<file path="config.mk">
export PLATFORM = sky130hd
export DESIGN_NAME = sdBringupTop
export DESIGN_NICKNAME = d
export VERILOG_FILES = /design/src/verilog/sdPkg.sv /design/src/verilog/sdLineIf.sv /design/src/verilog/powerSequencer.sv /design/src/verilog/cmdTransmitter.sv /design/src/verilog/sdBusArbiter.sv /design/src/verilog/sdBringupTop.sv
export SDC_FILE = /design/constraint.sdc
export NUM_CORES = 1
export LEC_CHECK = 0
export BUFFER_PORTS_ARGS = -buffer_cell sky130_fd_sc_hd__buf_2
export CORE_MARGIN = 2
export CORE_UTILIZATION = 64
export CTS_CLUSTER_DIAMETER = 150
export DETAILED_ROUTE_END_ITERATION = 8
export PLACE_DENSITY_LB_ADDON = 0.25
export SYNTH_ARGS = -nofsm -noshare
export SYNTH_HDL_FRONTEND = slang
export SYNTH_SLANG_ARGS = --single-unit
</file>
<file path="constraint.sdc">
create_clock -name clk -period 7.85 [get_ports clk]
set_input_delay 1.1775 -clock clk [delete_from_list [all_inputs] [get_ports clk]]
set_output_delay 1.1775 -clock clk [all_outputs]
set_load 0.01 [all_outputs]
</file>
<file path="src/verilog/sdPkg.sv">
package sdPkg;

    // ========================================
    // Command indices
    // ========================================
    typedef enum logic [5:0] {
        goIdle       = 6'd0,
        allSendCid   = 6'd2,
        sendRelAddr  = 6'd3,
        sendIfCond   = 6'd8,
        sdSendOpCond = 6'd41,
        appCmd       = 6'd55
    } sdCmdCode;

    // ========================================
    // Command frame, sent MSB first
    // ========================================
    typedef struct packed {
        logic       startBit;
        logic       transBit;
        logic [5:0] index;
        logic [31:0] arg;
        logic [6:0] crc;
        logic       endBit;
    } sdFrame;

    // ========================================
    // State machines
    // ========================================
    typedef enum logic [2:0] {
        holdOff,
        powerWait,
        pulseHigh,
        pulseLow,
        ready
    } seqState;

    typedef enum logic [1:0] {
        idle,
        shifting,
        finish
    } txState;

endpackage

</file>
<file path="src/verilog/sdLineIf.sv">
interface sdLineIf;

    // One driver's view of the card bus
    logic       sdClk;
    logic       cmdOut;
    logic       cmdOutEn;
    logic [3:0] datOut;
    logic [3:0] datOutEn;

    modport source (
        output sdClk, cmdOut, cmdOutEn, datOut, datOutEn
    );

    modport sink (
        input sdClk, cmdOut, cmdOutEn, datOut, datOutEn
    );

endinterface

</file>
<file path="src/verilog/powerSequencer.sv">
module powerSequencer import sdPkg::*; #(
    // Defaults assume a 48 MHz system clock
    parameter int unsigned PowerOffTicks  = 48000000,
    parameter int unsigned PowerOnTicks   = 2400000,
    parameter int unsigned PulseHighTicks = 1440,
    parameter int unsigned PulseLowTicks  = 480
) (
    input  logic clk,
    input  logic arstN,
    input  logic pwrReq,
    output logic pwrAck,
    output logic pwrEn,
    output logic busReady,
    sdLineIf.source lines
);

    seqState     state;
    logic [31:0] tickCnt;
    logic        cycleActive;
    logic        pwrReqD;
    logic        pwrReqRise;

    assign pwrReqRise = pwrReq && !pwrReqD;

    // ========================================
    // Sequence FSM
    // ========================================
    always_ff @(posedge clk or negedge arstN) begin
        if (!arstN) begin
            state       <= holdOff;
            tickCnt     <= '0;
            cycleActive <= 1'b0;
            pwrReqD     <= 1'b0;
            pwrEn       <= 1'b0;
            pwrAck      <= 1'b0;
        end else begin
            pwrReqD <= pwrReq;
            // Delayed one cycle to line up with the pin register
            pwrEn   <= (state != holdOff);
            // Held off on the request edge itself so a new cycle never acks early
            pwrAck  <= (state == ready) && pwrReq && pwrReqD;

            if (pwrReqRise) begin
                // Always restart from power off
                state       <= holdOff;
                tickCnt     <= 32'(PowerOffTicks - 1);
                cycleActive <= 1'b1;
            end else if (tickCnt != '0) begin
                tickCnt <= tickCnt - 32'd1;
            end else begin
                case (state)
                    holdOff: begin
                        if (cycleActive) begin
                            state       <= powerWait;
                            tickCnt     <= 32'(PowerOnTicks - 1);
                            cycleActive <= 1'b0;
                        end
                    end
                    powerWait: begin
                        // Identification pulse
                        state   <= pulseHigh;
                        tickCnt <= 32'(PulseHighTicks - 1);
                    end
                    pulseHigh: begin
                        state   <= pulseLow;
                        tickCnt <= 32'(PulseLowTicks - 1);
                    end
                    pulseLow: begin
                        state <= ready;
                    end
                    ready: begin
                        state <= ready;
                    end
                    default: begin
                        state <= holdOff;
                    end
                endcase
            end
        end
    end

    // ========================================
    // Bus lines
    // ========================================
    // Everything held low until the sequence is done, then released
    assign lines.sdClk    = (state == pulseHigh);
    assign lines.cmdOut   = 1'b0;
    assign lines.cmdOutEn = (state != ready);
    assign lines.datOut   = 4'b0000;
    assign lines.datOutEn = {4{state != ready}};

    assign busReady = (state == ready);

endmodule

</file>
<file path="src/verilog/cmdTransmitter.sv">
module cmdTransmitter import sdPkg::*; #(
    // System cycles per card clock half period
    parameter int unsigned ClkDiv = 60
) (
    input  logic        clk,
    input  logic        arstN,
    input  logic        cmdReq,
    output logic        cmdAck,
    input  sdCmdCode    cmdIndex,
    input  logic [31:0] cmdArg,
    input  logic        busReady,
    sdLineIf.source     lines
);

    localparam int DivW = $clog2(ClkDiv + 1);

    txState            state;
    logic [DivW-1:0]   divCnt;
    logic              clkPhase;
    logic [5:0]        bitCnt;
    logic [47:0]       shiftReg;
    sdFrame            frameNext;
    logic              loadFrame;
    logic              fallEdge;

    // CRC7, polynomial x^7 + x^3 + 1, MSB first
    function automatic logic [6:0] crc7(input logic [39:0] data);
        logic [6:0] crc;
        logic       fb;
        crc = '0;
        for (int i = 39; i >= 0; i--) begin
            fb     = data[i] ^ crc[6];
            crc    = {crc[5:0], 1'b0};
            crc[0] = fb;
            crc[3] = crc[3] ^ fb;
        end
        return crc;
    endfunction

    // ========================================
    // Frame assembly
    // ========================================
    always_comb begin
        frameNext.startBit = 1'b0;
        frameNext.transBit = 1'b1;
        frameNext.index    = cmdIndex;
        frameNext.arg      = cmdArg;
        frameNext.crc      = crc7({2'b01, cmdIndex, cmdArg});
        frameNext.endBit   = 1'b1;
    end

    assign loadFrame = (state == idle) && cmdReq && busReady;
    // High half just ended
    assign fallEdge  = (state == shifting) && (divCnt == '0) && clkPhase;

    // ========================================
    // Control FSM
    // ========================================
    always_ff @(posedge clk or negedge arstN) begin
        if (!arstN) begin
            state    <= idle;
            cmdAck   <= 1'b0;
            divCnt   <= '0;
            clkPhase <= 1'b0;
            bitCnt   <= '0;
        end else begin
            case (state)
                idle: begin
                    if (loadFrame) begin
                        state    <= shifting;
                        clkPhase <= 1'b0;
                        divCnt   <= DivW'(ClkDiv - 1);
                        bitCnt   <= 6'd47;
                    end
                end
                shifting: begin
                    if (divCnt != '0) begin
                        divCnt <= divCnt - 1'b1;
                    end else begin
                        divCnt   <= DivW'(ClkDiv - 1);
                        clkPhase <= ~clkPhase;
                        if (clkPhase) begin
                            if (bitCnt == 6'd0) begin
                                // End bit has been clocked out
                                state  <= finish;
                                cmdAck <= 1'b1;
                            end else begin
                                bitCnt <= bitCnt - 6'd1;
                            end
                        end
                    end
                end
                finish: begin
                    if (!cmdReq) begin
                        state  <= idle;
                        cmdAck <= 1'b0;
                    end
                end
                default: begin
                    state <= idle;
                end
            endcase
        end
    end

    // Payload shift register
    always_ff @(posedge clk) begin
        if (loadFrame) begin
            shiftReg <= frameNext;
        end else if (fallEdge) begin
            shiftReg <= {shiftReg[46:0], 1'b1};
        end
    end

    // ========================================
    // Bus lines
    // ========================================
    assign lines.sdClk    = (state == shifting) && clkPhase;
    assign lines.cmdOut   = shiftReg[47];
    assign lines.cmdOutEn = (state == shifting);
    // Command path only, dat stays with the sequencer
    assign lines.datOut   = 4'b0000;
    assign lines.datOutEn = 4'b0000;

endmodule

</file>
<file path="src/verilog/sdBusArbiter.sv">
module sdBusArbiter (
    input  logic       clk,
    input  logic       arstN,
    sdLineIf.sink      seqLines,
    sdLineIf.sink      txLines,
    output logic       sdClk,
    output logic       sdCmdOut,
    output logic       sdCmdOutEn,
    output logic [3:0] sdDatOut,
    output logic [3:0] sdDatOutEn,
    input  logic [3:0] sdDatIn,
    output logic       cardPresent
);

    logic detSync;

    // ========================================
    // Pin output register
    // ========================================
    always_ff @(posedge clk or negedge arstN) begin
        if (!arstN) begin
            // Bus held low until the sequencer says otherwise
            sdClk      <= 1'b0;
            sdCmdOut   <= 1'b0;
            sdCmdOutEn <= 1'b1;
            sdDatOut   <= 4'b0000;
            sdDatOutEn <= 4'b1111;
        end else begin
            sdClk      <= seqLines.sdClk | txLines.sdClk;
            sdCmdOutEn <= seqLines.cmdOutEn | txLines.cmdOutEn;
            sdCmdOut   <= txLines.cmdOutEn ? txLines.cmdOut : seqLines.cmdOut;
            sdDatOutEn <= seqLines.datOutEn | txLines.datOutEn;
            // Per bit, the transmitter wins where it drives
            sdDatOut   <= (txLines.datOutEn & txLines.datOut)
                        | (~txLines.datOutEn & seqLines.datOut);
        end
    end

    // ========================================
    // Card detect on DAT3
    // ========================================
    always_ff @(posedge clk or negedge arstN) begin
        if (!arstN) begin
            detSync     <= 1'b0;
            cardPresent <= 1'b0;
        end else begin
            detSync     <= sdDatIn[3];
            cardPresent <= detSync;
        end
    end

endmodule

</file>
<file path="src/verilog/sdBringupTop.sv">
module sdBringupTop import sdPkg::*; #(
    parameter int unsigned PowerOffTicks  = 48000000,
    parameter int unsigned PowerOnTicks   = 2400000,
    parameter int unsigned PulseHighTicks = 1440,
    parameter int unsigned PulseLowTicks  = 480,
    parameter int unsigned ClkDiv         = 60
) (
    input  logic        clk,
    input  logic        arstN,
    input  logic        pwrReq,
    output logic        pwrAck,
    input  logic        cmdReq,
    output logic        cmdAck,
    input  sdCmdCode    cmdIndex,
    input  logic [31:0] cmdArg,
    output logic        sdPwrEn,
    output logic        sdClk,
    output logic        sdCmdOut,
    output logic        sdCmdOutEn,
    output logic [3:0]  sdDatOut,
    output logic [3:0]  sdDatOutEn,
    input  logic [3:0]  sdDatIn,
    output logic        cardPresent
);

    logic busReady;

    sdLineIf seqLines ();
    sdLineIf txLines ();

    // Power-up sequence, drives sdPwrEn from its own register
    powerSequencer #(
        .PowerOffTicks  (PowerOffTicks),
        .PowerOnTicks   (PowerOnTicks),
        .PulseHighTicks (PulseHighTicks),
        .PulseLowTicks  (PulseLowTicks)
    ) u_powerSequencer (
        .clk      (clk),
        .arstN    (arstN),
        .pwrReq   (pwrReq),
        .pwrAck   (pwrAck),
        .pwrEn    (sdPwrEn),
        .busReady (busReady),
        .lines    (seqLines.source)
    );

    cmdTransmitter #(
        .ClkDiv (ClkDiv)
    ) u_cmdTransmitter (
        .clk      (clk),
        .arstN    (arstN),
        .cmdReq   (cmdReq),
        .cmdAck   (cmdAck),
        .cmdIndex (cmdIndex),
        .cmdArg   (cmdArg),
        .busReady (busReady),
        .lines    (txLines.source)
    );

    sdBusArbiter u_sdBusArbiter (
        .clk         (clk),
        .arstN       (arstN),
        .seqLines    (seqLines.sink),
        .txLines     (txLines.sink),
        .sdClk       (sdClk),
        .sdCmdOut    (sdCmdOut),
        .sdCmdOutEn  (sdCmdOutEn),
        .sdDatOut    (sdDatOut),
        .sdDatOutEn  (sdDatOutEn),
        .sdDatIn     (sdDatIn),
        .cardPresent (cardPresent)
    );

endmodule

</file>
# After elaboration in Yosys (flattened, before gate mapping)
# Cells that the tools add are included.
# W data, S select, Z words.
[classes]
reduce_logical = 30
eq_ne = 16
n_mux = 36
n_addsub = 3
n_bitwise = 74
[op_table]
columns = ["operator", "n"]
rows = [
  ["$mux W32", 3],
  ["$pmux W32 S3", 1],
  ["$mux W46", 2],
  ["$xor A1 B1 Y1", 69],
  ["$mux W6", 6],
  ["$reduce_bool A32 Y1", 1],
  ["$sub A32 B1 Y32 const B", 1],
  ["$pmux W6 S2", 2],
  ["$reduce_and A5 Y1", 3],
  ["$logic_not A6 Y1", 2],
  ["$pmux W3 S4", 1],
  ["$sub A6 B1 Y6 const B", 2],
  ["$mux W1", 10],
  ["$mux W2", 5],
  ["$ne A2 B2 Y1 const B", 5],
  ["$mux W3", 3],
  ["$logic_and A1 B1 Y1", 8],
  ["$reduce_and A2 Y1", 4],
  ["$reduce_bool A2 Y1", 4],
  ["$eq A3 B2 Y1 const B", 2],
  ["$pmux W2 S3", 1],
  ["$reduce_bool A6 Y1", 1],
  ["$reduce_bool A5 Y1", 1],
  ["$ne A2 B1 Y1 const B", 2],
  ["16 further kinds", 20],
]
[word_totals]
output_inout_bits = 15
reg_bits = 108

# Logic depth before layout (Yosys ltp)
# Gate-level depths: netlist of run 1.
[depth]
depth_word = 19
depth_mapped = 10
mapped_depth_nobuf = 8

# Hierarchy
# Synthesis of run 1 repeated with hierarchy kept, for this count alone.
[hier_totals]
cells_unflattened = 611
area_unflattened_um2 = 6299.8
[by_module_without_submodules]
columns = ["mod", "cells_each", "area_each_um2", "n_inst", "seq_area_each_um2"]
rows = [
  ["cmdTransmitter", 358, 3712.3, 1, 1791.7],
  ["powerSequencer", 229, 2143.3, 1, 975.9],
  ["sdBusArbiter", 24, 444.2, 1, 331.6],
]

# Worst setup path before layout of run 1
# OpenSTA, ideal clock, no wires.
[synth_path]
kind = "input to register"
startpoint = "in cmdIndex[0]"
endpoint = "reg u_cmdTransmitter.shiftReg[2] (data pin)"
arrival_time_ns = 3.080
path_slack_ns = 4.510
setup_ns = 0.260
stages = 6
t_required_ns = 7.590
path_cell_list = "xnor3_2 -> xnor3_2 -> xnor3_1 -> xnor3_2 -> xnor2_1 -> mux2_2"
[synth_via]
elab_chain_len = 16
elab_cells_between_ends = 28
cone_classes = "mux: 1; bitwise: 27"
[synth_rtl]
columns = ["item", "line", "source"]
rows = [
  ["start: declaration", "sdBringupTop.sv:14", "input sdCmdCode cmdIndex,"],
  ["$xor A1 B1 Y1 *", "cmdTransmitter.sv:32", "fb = data[i] ^ crc[6];"],
  ["$xor A1 B1 Y1", "cmdTransmitter.sv:35", "crc[3] = crc[3] ^ fb;"],
  ["$xor A1 B1 Y1", "cmdTransmitter.sv:32", ""],
  ["$xor A1 B1 Y1", "cmdTransmitter.sv:35", ""],
  ["$xor A1 B1 Y1", "cmdTransmitter.sv:32", ""],
  ["$xor A1 B1 Y1", "cmdTransmitter.sv:35", ""],
  ["$xor A1 B1 Y1", "cmdTransmitter.sv:32", ""],
  ["$xor A1 B1 Y1", "cmdTransmitter.sv:35", ""],
  ["$xor A1 B1 Y1", "cmdTransmitter.sv:32", ""],
  ["$xor A1 B1 Y1", "cmdTransmitter.sv:35", ""],
  ["$xor A1 B1 Y1", "cmdTransmitter.sv:32", ""],
  ["$xor A1 B1 Y1", "cmdTransmitter.sv:35", ""],
  ["$xor A1 B1 Y1", "cmdTransmitter.sv:32", ""],
  ["$xor A1 B1 Y1 *", "cmdTransmitter.sv:35", ""],
  ["$xor A1 B1 Y1 *", "cmdTransmitter.sv:32", ""],
  ["$mux W46 *", "cmdTransmitter.sv:108", "if (loadFrame) begin"],
  ["end signal: assignment", "cmdTransmitter.sv:109", "shiftReg <= frameNext;"],
  ["end signal: assignment", "cmdTransmitter.sv:111", "shiftReg <= {shiftReg[46:0], 1'b1};"],
  ["end: declaration", "cmdTransmitter.sv:21", "logic [47:0] shiftReg;"],
]
# Mark *: on every way between the ends. The rest lies on a longest branch, timed or not.
# A chain may end at the register's enable or synchronous reset.

# Worst setup path after layout of run 1
[layout_path]
startpoint = "in cmdIndex[0]"
endpoint = "reg u_cmdTransmitter.shiftReg[4] (data pin)"
[layout_via]
elab_chain_len = 19
elab_cells_between_ends = 37
cone_classes = "mux: 1; bitwise: 36"
[layout_rtl]
columns = ["item", "line"]
rows = [
  ["$xor A1 B1 Y1 *", "cmdTransmitter.sv:32"],
  ["$xor A1 B1 Y1", "cmdTransmitter.sv:35"],
  ["$xor A1 B1 Y1", "cmdTransmitter.sv:32"],
  ["$xor A1 B1 Y1", "cmdTransmitter.sv:35"],
  ["$xor A1 B1 Y1", "cmdTransmitter.sv:32"],
  ["$xor A1 B1 Y1", "cmdTransmitter.sv:35"],
  ["$xor A1 B1 Y1", "cmdTransmitter.sv:32"],
  ["$xor A1 B1 Y1", "cmdTransmitter.sv:35"],
  ["(+3 left out)", "n/a"],
  ["$xor A1 B1 Y1", "cmdTransmitter.sv:35"],
  ["$xor A1 B1 Y1", "cmdTransmitter.sv:32"],
  ["$xor A1 B1 Y1", "cmdTransmitter.sv:35"],
  ["$xor A1 B1 Y1", "cmdTransmitter.sv:32"],
  ["$xor A1 B1 Y1", "cmdTransmitter.sv:35"],
  ["$xor A1 B1 Y1", "cmdTransmitter.sv:32"],
  ["$xor A1 B1 Y1 *", "cmdTransmitter.sv:35"],
  ["$mux W46 *", "cmdTransmitter.sv:108"],
]
# Marked as above.

==> impl_metrics.csv, run 1 <==
group,metric,value,unit
outcome,status,"completed",
power_and_ir_drop,p_leak,2.78,nW
critical_path,crit_path_end_kind,"register",
yosys,ys_top_cells_by_area,"dfrtp_1, edfxtp_1, nand2_1",
place,dp_hpwl,8140,um
critical_path,critPathArrivalTime,3.35,ns
yosys,syn_inst,577,
detailed_routing,num_vias,4249,
critical_path,required,7.97,ns
global_routing,grt.overflow.total,0,
floorplanning,rows,34,
critical_path,crit_fanout,4,
layout,antenna_cells,0,
floorplanning,core_area,8810,um2
yosys,synth_edf_count,45,
yosys,yosysUniqueCellTypes,58,
job,drv_cap,0,
cts,clkSlewWorstSetupHoldPaths,0.11,ns
critical_path,path_cells,"buf_2, xnor3_2, xnor3_2, xnor2_1, xnor3_1, xnor2_1, mux2_2",
cts,ctsResizeCount,0,
timing,fin_skew,0.0112,ns
place,gp_congestion,0.902,
yosys,netlist.area_leader.share,0.252,
yosys,yosys_warnings,0,
timing,slew-limit-headroom,0.300,
timing,setup_viol,0,
place,dpl_cell_area,6160,um2
power_and_ir_drop,cellPowerDensity,215,nW/um2
yosys,ys_seq_area_frac,0.499,
timing,worst_pin_slew,1.05,ns
yosys,synthFlopType,"dfrtp_1",
global_routing,grt_max_degree,62,
layout,drive_gt1_frac,0.144,
detailed_routing,wl_per_cell,15.9,um
timing,period_share,0.410,
yosys,async_flop_share,0.565,
floorplanning,ioPinCount,61,
critical_path,slowest_stage,"xnor3_2",
detailed_routing,drt_iter0_drc,233,
yosys,avgSynthCellArea,10.1,um2
detailed_routing,post-route-drc-count,0,
floorplanning,dieWidth,99.6,um
timing,setup_tns,0,ns
cts,cts_inserted_buffers,9,
critical_path,start_kind,"input port",
timing,hold_viol,0,
detailed_routing,dr.pass1.iters,5,
yosys,syn-cell-area,5850,um2
timing,maxSlewViolCount,0,
critical_path,crit_type,"input port to register",
place,place.port_buffers,53,
layout,final_area,6360,um2
global_routing,grt_pass1_wl,19500,um
cts,hold_buffers,0,
power_and_ir_drop,ir_worst_vdd,142,uV
timing,max_freq,310,MHz
layout,final_util,0.723,
cts,numClockSinks,108,
min_path,holdCritPathClass,"register to register",
layout,nets,672,
yosys,ys_ff_latch,108,
yosys,yosysTopAreaCell,"dfrtp_1",
cts,clock_latency,0.37,ns
timing,grt_setup_unrepaired,"false",
global_routing,antenna_found_initial,0,
critical_path,cp_num_buf_inv,1,
detailed_routing,wl,11700,um
detailed_routing,routed_via_density,5.79,
cts,clock_path_buffers,2,
cts,clockRootBuffer,"clkbuf_8",
detailed_routing,ant_nets,0,
floorplanning,dieHeight,99.6,um
global_routing,grt_pass1_vias,4123,
timing,fin_crit,3.22,ns
layout,syn2layout_area_growth,8.81,%
cts,post_cts_buffers,0,
cts,htree_levels,3,
floorplanning,initial_utilization,0.664,
critical_path,max_stage_delay,0.49,ns
critical_path,path_delay_family,"XOR/XNOR gates",
global_routing,grt.total_usage,0.248,
floorplanning,die-area,9920,um2
cts,cts_tree,"done",
## metrics by stage
stage	worst slack [ns]	std cells	hold WS [ns]	power, W
6_report	4.63	734	0.359	0.00137
5_1_grt	4.49	734	0.372	0.00144
4_1_cts	4.65	734	0.361	0.00138
3_5_place_dp	4.26	718	0.335	0.00104
3_3_place_gp	4.31	718	0.335	0.00103
2_1_floorplan	4.51	580	0.331	0.000963
## routing by layer
| layer | track usage | wire length, um | up-vias |
|---|---|---|---|
| met5 | 0 | 0 | - |
| met1 | 0.344 | 5270 | 2098 |
| met2 | 0.415 | 5910 | 88 |
| met3 | 0.0394 | 364 | 16 |
| li1 | - | - | 2047 |
| met4 | 0.0632 | 144 | 0 |
## synth_stat cells, drive strengths merged (2+ instances only)
master	number
dfstp	2
inv	11
a31oi	4
a21oi	21
nand3b	2
buf	15
edfxtp	45
nand2	162
nor4b	2
and2	3
xnor2	38
mux2	2
clkbuf	12
nor4	11
nor3	9
nor3b	3
xnor3	20
o31ai	2
xor2	18
nor2b	2
nand4	3
xor3	2
dfxtp	2
a211oi	3
ha	5
nand3	10
nor2	39
and4	3
or4	4
o21ai	30
nand2b	3
mux2i	5
and3	5
or3	4
o22ai	3
dfrtp	59
## state kept, by name (all words and copies together), names as in the netlist
signal,count
u_cmdTransmitter.bitCnt,6
u_sdBusArbiter.sdClk,1
u_powerSequencer.tickCnt,32
u_cmdTransmitter.state,2
u_sdBusArbiter.detSync,1
u_powerSequencer.cycleActive,1
u_powerSequencer.state,3
u_powerSequencer.pwrAck,1
u_sdBusArbiter.sdCmdOutEn,1
u_cmdTransmitter.clkPhase,1
u_sdBusArbiter.cardPresent,1
u_powerSequencer.pwrEn,1
u_sdBusArbiter.sdDatOutEn,1
u_cmdTransmitter.divCnt,6
u_cmdTransmitter.cmdAck,1
u_powerSequencer.pwrReqD,1
u_cmdTransmitter.shiftReg,47
u_sdBusArbiter.sdCmdOut,1
## area by class of cell
type	instances	area [um2]
Tap cell	108	135
Timing Repair Buffer	57	295
Multi-Input combinational cell	434	2770
Clock inverter	6	52.6
Inverter	11	41.3
Clock buffer	10	149
Fill cell	669	2440
Sequential cell	108	2920
## worst reg2reg max path: stages, from the launching register on
cell and delay, ns:
dfrtp_1 0.42, or4_1 0.65, nor4_2 0.47, and3_1 0.67
nor2_1 0.38, a21oi_1 0.25, a2bb2oi_1 0.18
## power breakdown
group	leakage, nW	switching, W	internal [W]	total (W)
Combinational	1.57	0.000164	0.000217	0.000381
Sequential	1.11	0.0000333	0.000616	0.000649
Clock	0.103	0.000199	0.000141	0.000340
## placed cells by master (no fill, tap or decap), types with 5 or more instances in the layout
cell / n
nor2_1: 39
mux2i_1: 5
inv_1: 11
a21oi_1: 21
ha_1: 5
nand2_1: 161
edfxtp_1: 45
nand3_1: 8
o21ai_0: 29
and3_1: 5
dfrtp_1: 59
nor3_1: 9
xnor3_2: 6
xnor2_1: 38
buf_2: 53
xnor3_1: 14
nor4_1: 10
clkbuf_8: 9
xor2_1: 17
## logic make-up after synthesis
group	share of synthesized area
adder cells (fa/ha/maj)	0.0107
XOR/XNOR	0.172
buffers and inverters	0.0302
multiplexers	0.0124
other	0.000641
flip-flops	0.499
AND/OR/NAND/NOR	0.205
AO/OA/AOI/OAI	0.0699
## path summary, 6_finish.rpt
path	startpoint	endpoint	slack [ns]	cells past startpoint
setup / recovery	cmdIndex[0]	u_cmdTransmitter.shiftReg[4]	4.63	7
hold / removal	u_sdBusArbiter.detSync	u_sdBusArbiter.cardPresent	0.36	0
setup reg to reg	u_powerSequencer.tickCnt[17]	u_powerSequencer.tickCnt[9]	4.75	6
hold reg to reg	u_sdBusArbiter.detSync	u_sdBusArbiter.cardPresent	0.36	0
max in group asynchronous	arstN	u_sdBusArbiter.sdClk	6.38	2
min in group asynchronous	arstN	u_powerSequencer.tickCnt[26]	0.95	2
Note: power is estimated with default switching activity, not from simulation.
==> inputs of run 2 (changes only) <==
- CORE_UTILIZATION: 64 -> 59
- clock period: 7.85 -> 3.2 ns (I/O delays scaled with it)
==> impl_metrics.csv, run 2 (synthesis gave the netlist of run 1 again) <==
group,metric,value,unit
timing,fin_skew,0.00965,ns
power_and_ir_drop,p_leak,2.84,nW
detailed_routing,num_vias,4164,
timing,period_share,0.805,
timing,maxSlewViolCount,0,
timing,fin_crit,2.58,ns
place,pre_cts_slack,0.298,ns
detailed_routing,ant_nets,0,
timing,holdWs,0.208,ns
global_routing,grt.total_usage,0.227,
layout,nets,682,
timing,worst_pin_slew,0.984,ns
cts,clkSlewWorstSetupHoldPaths,0.10,ns
floorplanning,dieHeight,104,um
global_routing,grt.overflow.total,0,
detailed_routing,wl_met1,5410,um
power_and_ir_drop,cellPowerDensity,527,nW/um2
cts,ctsResizeCount,0,
critical_path,crit_type,"register to register",
detailed_routing,routed_via_density,5.41,
place,dp_hpwl,8200,um
detailed_routing,post-route-drc-count,0,
critical_path,crit_path_end_kind,"register",
timing,slew-limit-headroom,0.344,
detailed_routing,wl,11600,um
global_routing,grt_max_degree,51,
global_routing,grt_pass1_wl,19600,um
cts,clock_latency,0.37,ns
layout,syn2layout_area_growth,10.8,%
layout,antenna_cells,0,
timing,hold_viol,0,
floorplanning,initial_utilization,0.604,
critical_path,path_cells,"or4_1, nor4_2, nand3_2, nor3b_2, buf_4, a21oi_1, a2bb2oi_1",
place,place_inst,753,
layout,drive_gt1_frac,0.159,
floorplanning,die-area,10700,um2
power_and_ir_drop,ir_worst_vdd,349,uV
place,place.port_buffers,53,
layout,n_fill_cell,783,
cts,clock_path_buffers,2,
floorplanning,dieWidth,104,um
global_routing,grt_pass1_vias,4201,
timing,setup_tns,0,ns
min_path,holdCritPathClass,"input port to register",
floorplanning,core_area,9680,um2
global_routing,antenna_found_initial,0,
timing,setup_viol,0,
timing,grt_setup_unrepaired,"false",
layout,final_util,0.669,
critical_path,critPathArrivalTime,2.83,ns
cts,cts_tree,"done",
cts,clockRootBuffer,"clkbuf_8",
detailed_routing,drt_iter0_drc,194,
critical_path,crit_fanout,16,
floorplanning,ioPinCount,61,
job,drv_cap,0,
layout,top_regs,"u_cmdTransmitter.shiftReg: 47 flops, u_powerSequencer.tickCnt: 32 flops",
detailed_routing,route.met2.wl,5630,um
layout,final_cell_mix,"nand2_1, dfrtp_1, buf_2, edfxtp_1, nor2_1",
critical_path,slowest_stage,"or4_1",
layout,layout_commonest_cell,"nand2_1",
critical_path,required,3.46,ns
timing,max_freq,388,MHz
timing,layout_setup_ws,0.624,ns
detailed_routing,wl_per_cell,15.0,um
detailed_routing,highest_layer,"met4",
cts,hold_buffers,0,
detailed_routing,dr.pass1.iters,4,
layout,largest_register,"u_cmdTransmitter.shiftReg",
layout,largest_reg_flops,47,
critical_path,max_stage_delay,0.61,ns
place,gp_congestion,0.872,
layout,finalNonFillerCells,769,
floorplanning,rows,36,
detailed_routing,wl_met3,323,um
cts,post_cts_buffers,0,
cts,htree_levels,3,
critical_path,start_kind,"register",
cts,cts_inserted_buffers,9,
cts,numClockSinks,108,
outcome,status,"completed",
-- run 2: worst paths after layout --
kind	from	end	slack, ns	cells past startpoint
setup / recovery	u_powerSequencer.tickCnt[14]	u_powerSequencer.tickCnt[9]	0.62	7
hold / removal	sdDatIn[3]	u_sdBusArbiter.detSync	0.21	1
setup reg to reg	u_powerSequencer.tickCnt[14]	u_powerSequencer.tickCnt[9]	0.62	7
hold reg to reg	u_sdBusArbiter.detSync	u_sdBusArbiter.cardPresent	0.36	0
max in group asynchronous	arstN	u_sdBusArbiter.sdCmdOutEn	2.16	2
min in group asynchronous	arstN	u_powerSequencer.tickCnt[1]	0.26	1
-- run 2: cell type report --
cell class                 count  area (um2)  area share
clock buffer                  12         156      0.0241
clock inverter                 4        56.3     0.00869
inverter                      11        41.3     0.00637
multi-input combinational    434        2770       0.428
sequential                   108        2920       0.450
tap                          133         166      0.0257
timing repair buffer          67         370      0.0571
-- run 2: through the flow --
stage,total power [W],instance area (um2)
after floorplan,0.00236,5860
after global placement,0.00253,6270
after detailed placement,0.00255,6270
after CTS,0.00343,6480
after global routing,0.00358,6480
final,0.00341,6480
-- run 2: power by group --
| group | switching, W | internal, W | leakage (nW) | total, W |
|---|---|---|---|---|
| Combinational | 0.000398 | 0.000540 | 1.62 | 0.000937 |
| Sequential | 0.0000798 | 0.00151 | 1.11 | 0.00159 |
| Clock | 0.000472 | 0.000414 | 0.110 | 0.000887 |
| Total | 0.000950 | 0.00246 | 2.84 | 0.00341 |
-- run 2: critical path, delay by kind of cell, from the launching register on --
family	cells	cell delay, ns
and+or+nand+nor	4	1.54
buffers and inverters	1	0.24
DFF	1	0.46
AOI/OAI and AO/OA	2	0.22
-- run 2: layer usage --
| metal | up-vias | global-route usage |
|---|---|---|
| met5 | - | 0 |
| met1 | 2007 | 0.314 |
| met3 | 14 | 0.0239 |
| met2 | 71 | 0.375 |
| li1 | 2072 | - |
| met4 | 0 | 0.0888 |
==> inputs of run 3 (changes only) <==
- clock period: 3.2 -> 2.5 ns (I/O delays scaled with it)
==> impl_metrics.csv, run 3 (synthesis gave the netlist of run 1 again) <==
group,metric,value,unit
floorplanning,dieWidth,104,um
floorplanning,dieHeight,104,um
timing,hold_viol,0,
global_routing,grt.overflow.total,0,
cts,clock_latency,0.37,ns
layout,top_regs,"u_cmdTransmitter.shiftReg: 47 flops, u_powerSequencer.tickCnt: 32 flops",
layout,multi_input_area,2780,um2
global_routing,grt_max_degree,46,
timing,grt_setup_unrepaired,"false",
timing,fin_skew,0.0104,ns
critical_path,crit_type,"register to register",
floorplanning,core_area,9680,um2
min_path,holdCritPathClass,"input port to async pin",
power_and_ir_drop,ir_worst_vdd,447,uV
detailed_routing,post-route-drc-count,0,
layout,largest_register,"u_cmdTransmitter.shiftReg",
critical_path,start_kind,"register",
outcome,status,"completed",
detailed_routing,highest_layer,"met4",
critical_path,crit_path_end_kind,"register",
detailed_routing,wl_met1,5530,um
timing,maxSlewViolCount,0,
critical_path,r2r-end,"u_powerSequencer.tickCnt[11]",
critical_path,r2r_setup_slack,0.16,ns
place,gp_congestion,0.879,
critical_path,required,2.77,ns
place,place.port_buffers,53,
place,dp_hpwl,8680,um
detailed_routing,wl_met3,388,um
layout,regArea,2920,um2
critical_path,critPathArrivalTime,2.60,ns
layout,largest_reg_flops,47,
detailed_routing,drt_iter0_drc,246,
floorplanning,ioPinCount,61,
global_routing,grt_pass1_wl,20400,um
layout,syn2layout_area_growth,16.4,%
detailed_routing,routed_via_density,5.36,
floorplanning,rows,36,
layout,drive_gt1_frac,0.206,
timing,layout_setup_ws,0.164,ns
cts,clockRootBuffer,"clkbuf_8",
job,drv_cap,0,
detailed_routing,num_vias,4309,
power_and_ir_drop,p_leak,3.03,nW
global_routing,grt.total_usage,0.235,
timing,max_freq,428,MHz
cts,cts_tree,"done",
timing,setup_viol,0,
global_routing,grt_pass1_vias,4362,
floorplanning,die-area,10700,um2
power_and_ir_drop,cellPowerDensity,674,nW/um2
cts,htree_levels,3,
critical_path,regToRegStartpoint,"u_powerSequencer.tickCnt[17]",
timing,fin_crit,2.34,ns
timing,worst_pin_slew,0.636,ns
layout,n_fill_cell,712,
layout,nets,717,
place,pre_cts_slack,-0.175,ns
layout,antenna_cells,0,
global_routing,antenna_found_initial,0,
cts,clkSlewWorstSetupHoldPaths,0.10,ns
detailed_routing,dr.pass1.iters,4,
floorplanning,initial_utilization,0.604,
layout,final_cell_mix,"nand2_1, dfrtp_1, buf_2, buf_4, edfxtp_1",
critical_path,crit_fanout,7,
timing,setup_tns,0,ns
timing,period_share,0.935,
cts,numClockSinks,108,
detailed_routing,ant_nets,0,
detailed_routing,route.met2.wl,5830,um
cts,clock_path_buffers,2,
critical_path,ff2ff_path_depth,7,
detailed_routing,wl,11900,um
detailed_routing,wl_per_cell,14.8,um
layout,layout_commonest_cell,"nand2_1",
cts,cts_inserted_buffers,9,
timing,slew-limit-headroom,0.576,
[run 3: per-layer routing]
| layer | up-vias | GRT usage |
|---|---|---|
| met1 | 2071 | 0.321 |
| met5 | - | 0 |
| met4 | 0 | 0.0685 |
| li1 | 2142 | - |
| met3 | 18 | 0.0447 |
| met2 | 78 | 0.387 |
[run 3: critical path: stages (launching register included)]
cell     delay [ns]
dfrtp_1        0.43
or4_1          0.59
nor4_2         0.39
and3_1         0.29
buf_4          0.17
nand2_1        0.12
a21oi_1        0.18
a21oi_1        0.06
[run 3: final cells by class]
cell class	count	share of cell area
clock inverter	5	0.00937
multi-input combinational	434	0.409
tap	133	0.0244
inverter	11	0.00607
sequential	108	0.429
clock buffer	11	0.0239
timing repair buffer	102	0.0985
[run 3: report_power, final]
part	total, W	switching, W	internal (W)
Clock	0.00118	0.000619	0.000561
Sequential	0.00203	0.0000997	0.00193
Combinational	0.00138	0.000561	0.000817
[run 3: worst max path at each step]
stage / from / end
floorplan: cmdIndex[0] / u_cmdTransmitter.shiftReg[4]
global placement: cmdIndex[2] / u_cmdTransmitter.shiftReg[2]
detailed placement: cmdIndex[3] / u_cmdTransmitter.shiftReg[2]
CTS: u_powerSequencer.tickCnt[17] / u_powerSequencer.tickCnt[9]
global route: u_powerSequencer.tickCnt[17] / u_powerSequencer.tickCnt[12]
finish: u_powerSequencer.tickCnt[17] / u_powerSequencer.tickCnt[11]
[run 3: through the flow]
step,hold WS (ns),utilization,instances,area [um2],power (W)
floorplan,0.0794,-,580,5870,0.00303
global placement,0.335,0.679,788,6580,0.00338
detailed placement,0.337,0.679,788,6580,0.00344
CTS,0.0265,0.703,804,6800,0.00461
global route,0.0520,0.703,804,6810,0.00481
finish,0.0135,0.703,804,6810,0.00459
[run 3: what timing repair did]
action	CTS	global route
hold buffers	0	0
setup endpoints to repair	0	3
resized for setup	0	1
buffers inserted	0	0
